### src/cpu_ctrl_pkg.sv
`default_nettype none

package cpu_ctrl_pkg;

    // ============================================================
    // Widths and flag positions
    // ============================================================
    parameter int DATA_WIDTH        = 8;
    parameter int OPCODE_WIDTH      = 8;
    parameter int NUM_STEPS_DEFAULT = 8;  // Microstep slots per opcode

    parameter int FLAG_ZERO  = 0;
    parameter int FLAG_CARRY = 1;
    parameter int FLAG_NEG   = 2;

    // ============================================================
    // Instruction set
    // ============================================================
    typedef enum logic [OPCODE_WIDTH-1:0] {
        NOP    = 8'h00,
        HLT    = 8'h01,
        JMP    = 8'h10,
        JZ     = 8'h11,
        JNZ    = 8'h12,
        JC     = 8'h13,
        JNC    = 8'h14,
        JN     = 8'h15,
        JNN    = 8'h16,
        ADD_B  = 8'h20,
        SUB_B  = 8'h21,
        CMP_B  = 8'h22,
        INR_A  = 8'h23,
        ANI    = 8'h24,
        RAL    = 8'h25,
        MOV_AB = 8'h30,
        LDI_A  = 8'h31,
        LDA    = 8'h32,
        STA    = 8'h33,
        SEC    = 8'h40,
        CLC    = 8'h41
    } opcode_t;

    typedef enum logic [3:0] {
        ALU_UNDEFINED = 4'h0,
        ALU_ADD       = 4'h1,
        ALU_SUB       = 4'h2,
        ALU_INR       = 4'h3,
        ALU_AND       = 4'h4,
        ALU_ROL       = 4'h5
    } alu_op_t;

    typedef enum logic [3:0] {
        S_RESET,
        S_VEC_ADDR,        // MAR from vector address
        S_VEC_READ,
        S_VEC_LATCH,       // PC byte from RAM
        S_LATCH_ADDR,      // MAR from PC
        S_READ_BYTE,
        S_LATCH_BYTE,
        S_CHK_MORE_BYTES,
        S_EXECUTE,
        S_HALT
    } fsm_state_t;

    // ============================================================
    // Control word
    // ============================================================
    typedef struct packed {
        // Load strobes
        logic    load_mar_vec_low;
        logic    load_mar_vec_high;
        logic    load_mar_pc;
        logic    load_mar_addr_low;
        logic    load_mar_addr_high;
        logic    load_pc_low_byte;
        logic    load_pc_high_byte;
        logic    load_ir;
        logic    load_temp_1;
        logic    load_temp_2;
        logic    load_a;
        logic    load_b;
        logic    load_status;
        logic    load_ram;
        // Bus drivers
        logic    oe_ram;
        logic    oe_temp_1;
        logic    oe_temp_2;
        logic    oe_a;
        logic    oe_alu;
        // Datapath controls
        logic    pc_enable;
        alu_op_t alu_op;
        logic    alu_src2_temp1;  // Second ALU operand from temp_1, else B
        logic    load_sets_zn;
        logic    set_carry_flag;
        logic    clear_carry_flag;
        // Read by the sequencer only
        logic    check_zero;
        logic    check_not_zero;
        logic    check_carry;
        logic    check_not_carry;
        logic    check_negative;
        logic    check_not_negative;
        logic    halt;
        logic    last_step;
    } control_word_t;

endpackage

`default_nettype wire

### src/seq_state_if.sv
`timescale 1ns/10ps
`default_nettype none

interface seq_state_if #(
    parameter int NUM_STEPS = cpu_ctrl_pkg::NUM_STEPS_DEFAULT
);
    localparam int STEP_W = $clog2(NUM_STEPS);

    // Registered values
    cpu_ctrl_pkg::fsm_state_t state;
    logic [STEP_W-1:0]        microstep;
    logic [1:0]               byte_count;
    logic                     vec_byte;     // 0 low, 1 high vector byte
    cpu_ctrl_pkg::alu_op_t    alu_op;

    // Next values from the state logic
    cpu_ctrl_pkg::fsm_state_t state_next;
    logic [STEP_W-1:0]        microstep_next;
    logic [1:0]               byte_count_next;
    logic                     vec_byte_next;
    cpu_ctrl_pkg::alu_op_t    alu_op_next;
    logic                     latch_alu_op; // Enable for the ALU-op register

    modport regs (
        input  state_next, microstep_next, byte_count_next, vec_byte_next,
               alu_op_next, latch_alu_op,
        output state, microstep, byte_count, vec_byte, alu_op
    );

    modport logic_side (
        input  state, microstep, byte_count, vec_byte, alu_op,
        output state_next, microstep_next, byte_count_next, vec_byte_next,
               alu_op_next, latch_alu_op
    );

endinterface

`default_nettype wire

### src/sequencer_regs.sv
`timescale 1ns/10ps
`default_nettype none

module sequencer_regs #(
    parameter int NUM_STEPS = cpu_ctrl_pkg::NUM_STEPS_DEFAULT
) (
    input  wire logic    clk,
    input  wire logic    reset,
    seq_state_if.regs    st
);
    localparam int STEP_W = $clog2(NUM_STEPS);

    // ============================================================
    // Sequencer state
    // ============================================================
    always_ff @(posedge clk) begin
        if (reset) begin
            st.state      <= cpu_ctrl_pkg::S_RESET;
            st.microstep  <= {STEP_W{1'b0}};
            st.byte_count <= 2'd0;
            st.vec_byte   <= 1'b0;  // Start with the low vector byte
        end else begin
            st.state      <= st.state_next;
            st.microstep  <= st.microstep_next;
            st.byte_count <= st.byte_count_next;
            st.vec_byte   <= st.vec_byte_next;
        end
    end

    // Held for the whole execute phase
    always_ff @(posedge clk) begin
        if (reset) begin
            st.alu_op <= cpu_ctrl_pkg::ALU_UNDEFINED;
        end else if (st.latch_alu_op) begin
            st.alu_op <= st.alu_op_next;
        end
    end

endmodule

`default_nettype wire

### src/sequencer_fsm.sv
`timescale 1ns/10ps
`default_nettype none

module sequencer_fsm #(
    parameter int DATA_WIDTH = cpu_ctrl_pkg::DATA_WIDTH,
    parameter int NUM_STEPS  = cpu_ctrl_pkg::NUM_STEPS_DEFAULT
) (
    seq_state_if.logic_side                  st,
    input  wire logic [DATA_WIDTH-1:0]       flags,
    input  cpu_ctrl_pkg::control_word_t      rom_word,
    input  wire logic [1:0]                  operand_bytes,
    output cpu_ctrl_pkg::control_word_t      control_word,
    output logic                             last_microstep
);
    localparam int STEP_W = $clog2(NUM_STEPS);

    logic branch_check;  // ROM word asks for a flag test
    logic branch_taken;

    assign branch_check = rom_word.check_zero     | rom_word.check_not_zero  |
                          rom_word.check_carry    | rom_word.check_not_carry |
                          rom_word.check_negative | rom_word.check_not_negative;

    assign branch_taken =
        (rom_word.check_zero         &  flags[cpu_ctrl_pkg::FLAG_ZERO])  |
        (rom_word.check_not_zero     & ~flags[cpu_ctrl_pkg::FLAG_ZERO])  |
        (rom_word.check_carry        &  flags[cpu_ctrl_pkg::FLAG_CARRY]) |
        (rom_word.check_not_carry    & ~flags[cpu_ctrl_pkg::FLAG_CARRY]) |
        (rom_word.check_negative     &  flags[cpu_ctrl_pkg::FLAG_NEG])   |
        (rom_word.check_not_negative & ~flags[cpu_ctrl_pkg::FLAG_NEG]);

    // ============================================================
    // Next state and control word
    // ============================================================
    always_comb begin
        st.state_next      = st.state;
        st.microstep_next  = st.microstep;
        st.byte_count_next = st.byte_count;
        st.vec_byte_next   = st.vec_byte;
        st.alu_op_next     = rom_word.alu_op;
        st.latch_alu_op    = 1'b0;
        control_word       = '0;
        last_microstep     = 1'b0;

        case (st.state)
            cpu_ctrl_pkg::S_RESET: begin
                st.vec_byte_next = 1'b0;
                st.state_next    = cpu_ctrl_pkg::S_VEC_ADDR;
            end

            cpu_ctrl_pkg::S_VEC_ADDR: begin
                control_word.load_mar_vec_low  = ~st.vec_byte;
                control_word.load_mar_vec_high = st.vec_byte;
                st.state_next = cpu_ctrl_pkg::S_VEC_READ;
            end

            cpu_ctrl_pkg::S_VEC_READ: begin
                control_word.oe_ram = 1'b1;
                st.state_next = cpu_ctrl_pkg::S_VEC_LATCH;
            end

            cpu_ctrl_pkg::S_VEC_LATCH: begin
                control_word.oe_ram            = 1'b1;
                control_word.load_pc_low_byte  = ~st.vec_byte;
                control_word.load_pc_high_byte = st.vec_byte;
                st.vec_byte_next = 1'b1;
                // High byte done means PC is valid
                st.state_next = st.vec_byte ? cpu_ctrl_pkg::S_LATCH_ADDR
                                            : cpu_ctrl_pkg::S_VEC_ADDR;
            end

            cpu_ctrl_pkg::S_LATCH_ADDR: begin
                control_word.load_mar_pc = 1'b1;
                st.state_next = cpu_ctrl_pkg::S_READ_BYTE;
            end

            cpu_ctrl_pkg::S_READ_BYTE: begin
                control_word.oe_ram = 1'b1;
                st.state_next = cpu_ctrl_pkg::S_LATCH_BYTE;
            end

            cpu_ctrl_pkg::S_LATCH_BYTE: begin
                control_word.oe_ram      = 1'b1;
                control_word.pc_enable   = 1'b1;
                control_word.load_ir     = (st.byte_count == 2'd0);  // Opcode byte
                control_word.load_temp_1 = (st.byte_count == 2'd1);
                control_word.load_temp_2 = (st.byte_count == 2'd2);
                st.byte_count_next = st.byte_count + 2'd1;
                st.state_next      = cpu_ctrl_pkg::S_CHK_MORE_BYTES;
            end

            cpu_ctrl_pkg::S_CHK_MORE_BYTES: begin
                // Count includes the opcode byte
                if (st.byte_count > operand_bytes) begin
                    st.byte_count_next = 2'd0;
                    st.state_next      = cpu_ctrl_pkg::S_EXECUTE;
                end else begin
                    st.state_next = cpu_ctrl_pkg::S_LATCH_ADDR;
                end
            end

            cpu_ctrl_pkg::S_EXECUTE: begin
                control_word = rom_word;
                if (st.microstep == {STEP_W{1'b0}}) begin
                    st.latch_alu_op = 1'b1;
                end else begin
                    control_word.alu_op = st.alu_op;  // Hold op from step 0
                end

                if (rom_word.halt) begin
                    last_microstep    = 1'b1;
                    st.microstep_next = {STEP_W{1'b0}};
                    st.state_next     = cpu_ctrl_pkg::S_HALT;
                end else if (branch_check && !branch_taken) begin
                    // Branch not taken, PC keeps the fall-through address
                    control_word.load_pc_low_byte  = 1'b0;
                    control_word.load_pc_high_byte = 1'b0;
                    last_microstep    = 1'b1;
                    st.microstep_next = {STEP_W{1'b0}};
                    st.state_next     = cpu_ctrl_pkg::S_LATCH_ADDR;
                end else if (rom_word.last_step) begin
                    last_microstep    = 1'b1;
                    st.microstep_next = {STEP_W{1'b0}};
                    st.state_next     = cpu_ctrl_pkg::S_LATCH_ADDR;
                end else begin
                    st.microstep_next = st.microstep + STEP_W'(1);
                end
            end

            cpu_ctrl_pkg::S_HALT: begin
                st.state_next = cpu_ctrl_pkg::S_HALT;  // Only reset leaves
            end

            default: begin
                st.state_next = cpu_ctrl_pkg::S_HALT;
            end
        endcase
    end

endmodule

`default_nettype wire

### src/microcode_rom.sv
`timescale 1ns/10ps
`default_nettype none

module microcode_rom #(
    parameter int NUM_STEPS = cpu_ctrl_pkg::NUM_STEPS_DEFAULT
) (
    input  cpu_ctrl_pkg::opcode_t              opcode,
    input  wire logic [$clog2(NUM_STEPS)-1:0]  microstep,
    output cpu_ctrl_pkg::control_word_t        rom_word,
    output logic [1:0]                         operand_bytes
);

    // ============================================================
    // Operand bytes per opcode
    // ============================================================
    always_comb begin
        case (opcode)
            cpu_ctrl_pkg::JMP, cpu_ctrl_pkg::JZ, cpu_ctrl_pkg::JNZ,
            cpu_ctrl_pkg::JC,  cpu_ctrl_pkg::JNC, cpu_ctrl_pkg::JN,
            cpu_ctrl_pkg::JNN, cpu_ctrl_pkg::LDA, cpu_ctrl_pkg::STA:
                operand_bytes = 2'd2;  // Address low and high
            cpu_ctrl_pkg::LDI_A, cpu_ctrl_pkg::ANI:
                operand_bytes = 2'd1;
            default:
                operand_bytes = 2'd0;  // Unknown opcodes too
        endcase
    end

    // ============================================================
    // Microcode table
    // ============================================================
    always_comb begin
        rom_word = '0;
        case (opcode)
            cpu_ctrl_pkg::JMP, cpu_ctrl_pkg::JZ, cpu_ctrl_pkg::JNZ,
            cpu_ctrl_pkg::JC,  cpu_ctrl_pkg::JNC, cpu_ctrl_pkg::JN,
            cpu_ctrl_pkg::JNN: begin
                case (microstep)
                    0: begin
                        rom_word.oe_temp_1          = 1'b1;
                        rom_word.load_pc_low_byte   = 1'b1;
                        rom_word.check_zero         = (opcode == cpu_ctrl_pkg::JZ);
                        rom_word.check_not_zero     = (opcode == cpu_ctrl_pkg::JNZ);
                        rom_word.check_carry        = (opcode == cpu_ctrl_pkg::JC);
                        rom_word.check_not_carry    = (opcode == cpu_ctrl_pkg::JNC);
                        rom_word.check_negative     = (opcode == cpu_ctrl_pkg::JN);
                        rom_word.check_not_negative = (opcode == cpu_ctrl_pkg::JNN);
                    end
                    1: begin
                        rom_word.oe_temp_2         = 1'b1;
                        rom_word.load_pc_high_byte = 1'b1;
                        rom_word.last_step         = 1'b1;
                    end
                    default: rom_word.halt = 1'b1;
                endcase
            end

            // ALU ops set the op in step 0 and write back in step 1
            cpu_ctrl_pkg::ADD_B, cpu_ctrl_pkg::SUB_B, cpu_ctrl_pkg::CMP_B,
            cpu_ctrl_pkg::INR_A, cpu_ctrl_pkg::ANI,   cpu_ctrl_pkg::RAL: begin
                case (microstep)
                    0: begin
                        case (opcode)
                            cpu_ctrl_pkg::ADD_B: rom_word.alu_op = cpu_ctrl_pkg::ALU_ADD;
                            cpu_ctrl_pkg::INR_A: rom_word.alu_op = cpu_ctrl_pkg::ALU_INR;
                            cpu_ctrl_pkg::ANI:   rom_word.alu_op = cpu_ctrl_pkg::ALU_AND;
                            cpu_ctrl_pkg::RAL:   rom_word.alu_op = cpu_ctrl_pkg::ALU_ROL;
                            default:             rom_word.alu_op = cpu_ctrl_pkg::ALU_SUB;
                        endcase
                        rom_word.oe_temp_1      = (opcode == cpu_ctrl_pkg::ANI);
                        rom_word.alu_src2_temp1 = (opcode == cpu_ctrl_pkg::ANI);
                    end
                    1: begin
                        rom_word.oe_alu      = (opcode != cpu_ctrl_pkg::CMP_B);
                        rom_word.load_a      = (opcode != cpu_ctrl_pkg::CMP_B);
                        rom_word.load_status = 1'b1;
                        rom_word.last_step   = 1'b1;
                    end
                    default: rom_word.halt = 1'b1;
                endcase
            end

            // Address from temp bytes, then RAM access
            cpu_ctrl_pkg::LDA, cpu_ctrl_pkg::STA: begin
                case (microstep)
                    0: rom_word.oe_temp_1 = 1'b1;
                    1: begin
                        rom_word.oe_temp_1         = 1'b1;
                        rom_word.load_mar_addr_low = 1'b1;
                    end
                    2: rom_word.oe_temp_2 = 1'b1;
                    3: begin
                        rom_word.oe_temp_2          = 1'b1;
                        rom_word.load_mar_addr_high = 1'b1;
                    end
                    4: begin
                        rom_word.oe_ram = (opcode == cpu_ctrl_pkg::LDA);
                        rom_word.oe_a   = (opcode == cpu_ctrl_pkg::STA);
                    end
                    5: begin
                        rom_word.oe_ram       = (opcode == cpu_ctrl_pkg::LDA);
                        rom_word.load_a       = (opcode == cpu_ctrl_pkg::LDA);
                        rom_word.load_status  = (opcode == cpu_ctrl_pkg::LDA);
                        rom_word.load_sets_zn = (opcode == cpu_ctrl_pkg::LDA);
                        rom_word.oe_a         = (opcode == cpu_ctrl_pkg::STA);
                        rom_word.load_ram     = (opcode == cpu_ctrl_pkg::STA);
                        rom_word.last_step    = 1'b1;
                    end
                    default: rom_word.halt = 1'b1;
                endcase
            end

            // Single-step instructions
            cpu_ctrl_pkg::NOP, cpu_ctrl_pkg::MOV_AB, cpu_ctrl_pkg::LDI_A,
            cpu_ctrl_pkg::SEC, cpu_ctrl_pkg::CLC: begin
                if (microstep == 0) begin
                    rom_word.oe_a             = (opcode == cpu_ctrl_pkg::MOV_AB);
                    rom_word.load_b           = (opcode == cpu_ctrl_pkg::MOV_AB);
                    rom_word.oe_temp_1        = (opcode == cpu_ctrl_pkg::LDI_A);
                    rom_word.load_a           = (opcode == cpu_ctrl_pkg::LDI_A);
                    rom_word.load_sets_zn     = (opcode == cpu_ctrl_pkg::LDI_A);
                    rom_word.set_carry_flag   = (opcode == cpu_ctrl_pkg::SEC);
                    rom_word.clear_carry_flag = (opcode == cpu_ctrl_pkg::CLC);
                    rom_word.load_status      = (opcode == cpu_ctrl_pkg::LDI_A) |
                                                (opcode == cpu_ctrl_pkg::SEC) |
                                                (opcode == cpu_ctrl_pkg::CLC);
                    rom_word.last_step        = 1'b1;
                end else begin
                    rom_word.halt = 1'b1;
                end
            end

            default: rom_word.halt = 1'b1;  // HLT and unknown opcodes
        endcase
    end

endmodule

`default_nettype wire

### src/control_unit.sv
`timescale 1ns/10ps
`default_nettype none

module control_unit #(
    parameter int DATA_WIDTH = cpu_ctrl_pkg::DATA_WIDTH,
    parameter int NUM_STEPS  = cpu_ctrl_pkg::NUM_STEPS_DEFAULT
) (
    input  wire logic                   clk,
    input  wire logic                   reset,
    input  cpu_ctrl_pkg::opcode_t       opcode,          // From the instruction register
    input  wire logic [DATA_WIDTH-1:0]  flags,
    output cpu_ctrl_pkg::control_word_t control_word,
    output logic                        last_microstep
);

    cpu_ctrl_pkg::control_word_t rom_word;
    logic [1:0]                  operand_bytes;

    seq_state_if #(.NUM_STEPS(NUM_STEPS)) st ();

    sequencer_regs #(.NUM_STEPS(NUM_STEPS)) u_regs (
        .clk   (clk),
        .reset (reset),
        .st    (st)
    );

    sequencer_fsm #(
        .DATA_WIDTH (DATA_WIDTH),
        .NUM_STEPS  (NUM_STEPS)
    ) u_fsm (
        .st             (st),
        .flags          (flags),
        .rom_word       (rom_word),
        .operand_bytes  (operand_bytes),
        .control_word   (control_word),
        .last_microstep (last_microstep)
    );

    microcode_rom #(.NUM_STEPS(NUM_STEPS)) u_rom (
        .opcode        (opcode),
        .microstep     (st.microstep),
        .rom_word      (rom_word),
        .operand_bytes (operand_bytes)
    );

endmodule

`default_nettype wire

### config.mk
export PLATFORM = sky130hd
export DESIGN_NAME = control_unit
export DESIGN_NICKNAME = d
export VERILOG_FILES = /design/src/cpu_ctrl_pkg.sv /design/src/seq_state_if.sv /design/src/sequencer_regs.sv /design/src/sequencer_fsm.sv /design/src/microcode_rom.sv /design/src/control_unit.sv
export SDC_FILE = /design/constraint.sdc
export NUM_CORES = 1
export LEC_CHECK = 0
export BUFFER_PORTS_ARGS = -buffer_cell sky130_fd_sc_hd__buf_4
export CORE_UTILIZATION = 52
export DETAILED_ROUTE_END_ITERATION = 8
export PLACE_DENSITY = 0.8
export SLEW_MARGIN = 0
export SYNTH_ARGS = -nofsm -noshare
export SYNTH_HDL_FRONTEND = slang
export SYNTH_SLANG_ARGS = --single-unit
### constraint.sdc
create_clock -name clk -period 2.8 [get_ports clk]
set_input_delay 0.42 -clock clk [delete_from_list [all_inputs] [get_ports clk]]
set_output_delay 0.42 -clock clk [all_outputs]
set_load 0.02 [all_outputs]
==> run summary <==
For the final database, setup skew stands at 0.007447 ns. Number of detailed-route iterations in the first pass: 4. The fraction of registers with async set or reset after synthesis was 0%.

The H-tree depth is 1. The initial antenna violation count is 0, and the via count of the first global-routing pass is 1813. Setup repair after global routing left no endpoint under its margin. Total track usage: 29.14%. Class of the worst hold path: in2reg. The run gives 0 as the count of endpoints failing hold in the final timing report. In this run the horizontal extent of the chip is 60.39 µm. The number of nets in the synthesized netlist came out at 279. The tools report the number of ports placed on the die boundary as 55.

The count of unique library cells instantiated by Yosys is 64, and the quantity of I/O buffers inserted on ports is 48. The combined buffer and inverter count along the critical path is 2. The maximum fanout encountered on the critical timing path works out to 17. The run gives 13 as the clock net sink count. The post-detailed-route DRC marker count came out at 0. The clock root buffer master was sky130_fd_sc_hd__clkbuf_4.

The number of buffers created by CTS is 3, and the row count is 20. After clock tree synthesis, the clock-pin slew on the worst setup and hold paths is 0.09 ns. In this design, the largest share of critical-path delay is due to simple AND/OR/NAND/NOR gates. After clock tree synthesis, the flow added hold-fix buffers numbering 0. Counting along the longest clock path gives a buffer depth of 2.

The first global-routing pass estimated 8045 µm of wire. From bottom edge to top edge, the die measures 60.39 µm. Clock period minus final worst setup slack: 2.694 ns.

The setup path with the least slack is of type reg2out. Number of inserted diodes: 0. In this run the static leakage power is 0.8763 nW.

In this run the tightest slew margin relative to its limit is 61.83%. Once detail routing completed, the nets flagged for antenna violations numbered 0. Setup slack on the critical path of the routed design comes to 0.1062 ns. Summing the sequential cell areas from Yosys gives 14.68% of the chip area. Critical path launch point type: a register. The clock network latency to the later pin of the worst-skew pair came out at 0.28 ns. The average instance in the mapped netlist occupies 7.036 µm². The total power density per cell area was 203.4 mW/mm². The logs give 2.27 ns for the signal arrival time at the worst endpoint and 0 for the total count of max-transition violations in the final report. The run gives 0 as the number of synthesis warnings. The data required time of the critical path was 2.38 ns. In this design, the stage delay of the slowest critical-path cell is 0.54 ns. After technology mapping, the gate count stands at 252. The most instantiated flip-flop cell in the synthesis netlist was sky130_fd_sc_hd__dfxtp_1.

Synthesis inferred 13 register bits. The flow ran to the end, and the final reports show no timing, DRC or antenna violations. Relative to the synthesized area, the layout overhead comes to 27.52%. Once the floorplan was initialized, standard cells occupied 56.23% of the core.

The net count reported at finish is 328, and the sum of negative setup slack is 0 ns. Summed over all layers, the global routing overflow is 0. The placed wire-length estimate after detailed placement is 3890 µm, and the post-place setup slack is 0.1937 ns. The largest individual stage delay along the critical path comes from the cell sky130_fd_sc_hd__or4b_1. For this block, the initial DRC count from the detailed router was 119.

Of the available clock period, the critical path in the final layout requires 96.21%. The run gives 0.4012 ns as the worst hold slack. Traced cell by cell, the critical path runs through or4b_1, buf_6, nor2_8, o211ai_2, o211ai_4, nor2_2, o31ai_1, buf_4. Setup violations remaining at the end of the flow were counted as 0. Entering global routing, the biggest net connects 25 pins. The tools report the maximum clock frequency as 0.3712 GHz.

For the pin with the worst max-slew slack, the measured transition is 0.5711 ns. Number of enable flip-flop cells after synthesis: 0. The mapped cell area came out at 0.001773 mm².

After detailed routing, the total wire length is 5047 µm. In the final layout, the share of cells above drive strength 1 is 30.67%. In the routed layout, each cell is associated on average with a via count of 5.945.

The run gives 0.0001278 V as the peak supply drop. Dividing the detail-routed wire length by the instance count gives 14.67 µm. The routed layout has 2045 vias.

The tools report the placeable core region as 0.003153 mm². The tool flagged a number of max-cap violations equal to 0. STA classifies the critical path endpoint as an output port. The number of setup buffers added after CTS is 0. The floorplan step defined a die boundary enclosing 0.003647 mm². TritonCTS built the clock tree. The final RePlAce weighted congestion is 0.9734.
==> worst register-to-register path: stages, from the launching register on <==
cell	delay (ns)
sky130_fd_sc_hd__dfxtp_1	0.32
sky130_fd_sc_hd__inv_1	0.11
sky130_fd_sc_hd__ha_1	0.22
sky130_fd_sc_hd__nor2b_4	0.23
sky130_fd_sc_hd__nand2_1	0.12
sky130_fd_sc_hd__o2111ai_1	0.29
sky130_fd_sc_hd__nand3_1	0.17
sky130_fd_sc_hd__o41ai_1	0.27
sky130_fd_sc_hd__a21oi_1	0.11
==> repair_timing <==
item	CTS	global route
pin swaps	0	1
cloned	0	0
resized for setup	1	7
setup endpoints to repair	1	5
==> sequential cells by signal, indices dropped and copies added, names as in the netlist <==
signal                flops
u_regs.st.alu_op          3
u_regs.st.byte_count      2
u_regs.st.microstep       3
u_regs.st.state           4
u_regs.st.vec_byte        1
==> power by group <==
group / switching, mW / internal [mW] / total [mW]
clock: 0.0700 / 0.0553 / 0.125
combinational: 0.0871 / 0.0557 / 0.143
sequential: 0.00329 / 0.189 / 0.192
total: 0.160 / 0.300 / 0.460
==> per-layer routing <==
| metal | share of wire (%) | GRT usage [%] | vias to the layer above |
|---|---|---|---|
| li1 | - | - | 1003 |
| met1 | 44 | 36.05 | 948 |
| met2 | 48 | 50.24 | 84 |
| met3 | 6.4 | 5.117 | 10 |
| met4 | 1.8 | 10.96 | 0 |
| met5 | 0 | 0 | - |
==> per-stage QoR <==
step / area [µm²] / total power, mW / utilization, % / std cells
after floorplan: 1773 / 0.2940 / - / 252
after global placement: 2205 / 0.3358 / 69.92 / 340
after detailed placement: 2205 / 0.3379 / 69.92 / 340
after CTS: 2232 / 0.4617 / 70.79 / 344
after global routing: 2261 / 0.4870 / 71.71 / 344
final: 2261 / 0.4600 / 71.71 / 344
==> layout make-up <==
type	count	area, µm²
Clock buffer	4	26.28
Fill cell	296	892.1
Inverter	7	26.28
Multi-Input combinational cell	214	1419
Sequential cell	13	265.3
Tap cell	44	55.05
Timing Repair Buffer	62	469.2
==> layout by cell type (no fill, tap or decap), drive strengths merged, types with 3 or more instances in the layout <==
master / instances
inv: 7
nand2b: 8
nand2: 32
dfxtp: 13
nor4b: 4
buf: 62
o211ai: 3
nand3b: 3
o21ai: 9
and2: 3
nor4: 6
nor3: 14
and3: 5
nor2b: 7
clkbuf: 4
nor2: 42
nand3: 7
nor3b: 5
a22oi: 3
a21oi: 16
ha: 9
o31ai: 3
==> cells in the mapped netlist, drive strengths merged, types with 4 or more instances <==
cell type | number | area share, %
nor2b | 7 | 2.5
ha | 9 | 6.4
inv | 7 | 1.5
buf | 16 | 4.6
nand3 | 7 | 2.0
and3 | 5 | 2.0
o21ai | 9 | 3.2
nor2 | 42 | 10
nor3 | 14 | 5.1
nor4b | 4 | 3.2
nand2b | 8 | 2.8
nor4 | 6 | 3.3
a21oi | 16 | 4.5
dfxtp | 13 | 15
nor3b | 5 | 2.7
nand2 | 32 | 6.9
==> worst paths after layout <==
check	startpoint	to	depth (start not counted)	slack, ns
max	u_regs.st.state[1]	control_word[30]	8	0.11
min	reset	u_regs.st.state[3]	2	0.40
max reg2reg	u_regs.st.microstep[1]	u_regs.st.state[3]	8	0.85
min reg2reg	u_regs.st.microstep[0]	u_regs.st.microstep[0]	1	0.48
==> kinds of logic (layout without fill, tap and decap cells) <==
kind of cell | after synthesis | count (layout) | share of synthesized area, %
compound gates | 52 | 52 | 20.75
xor+xnor | 3 | 3 | 1.482
fa+ha+maj | 9 | 9 | 6.352
buf+inv | 25 | 73 | 6.493
flops | 13 | 13 | 14.68
other cells | 1 | 1 | 0.2115
simple gates | 149 | 149 | 50.04
Power figures use the tool's default switching activity.
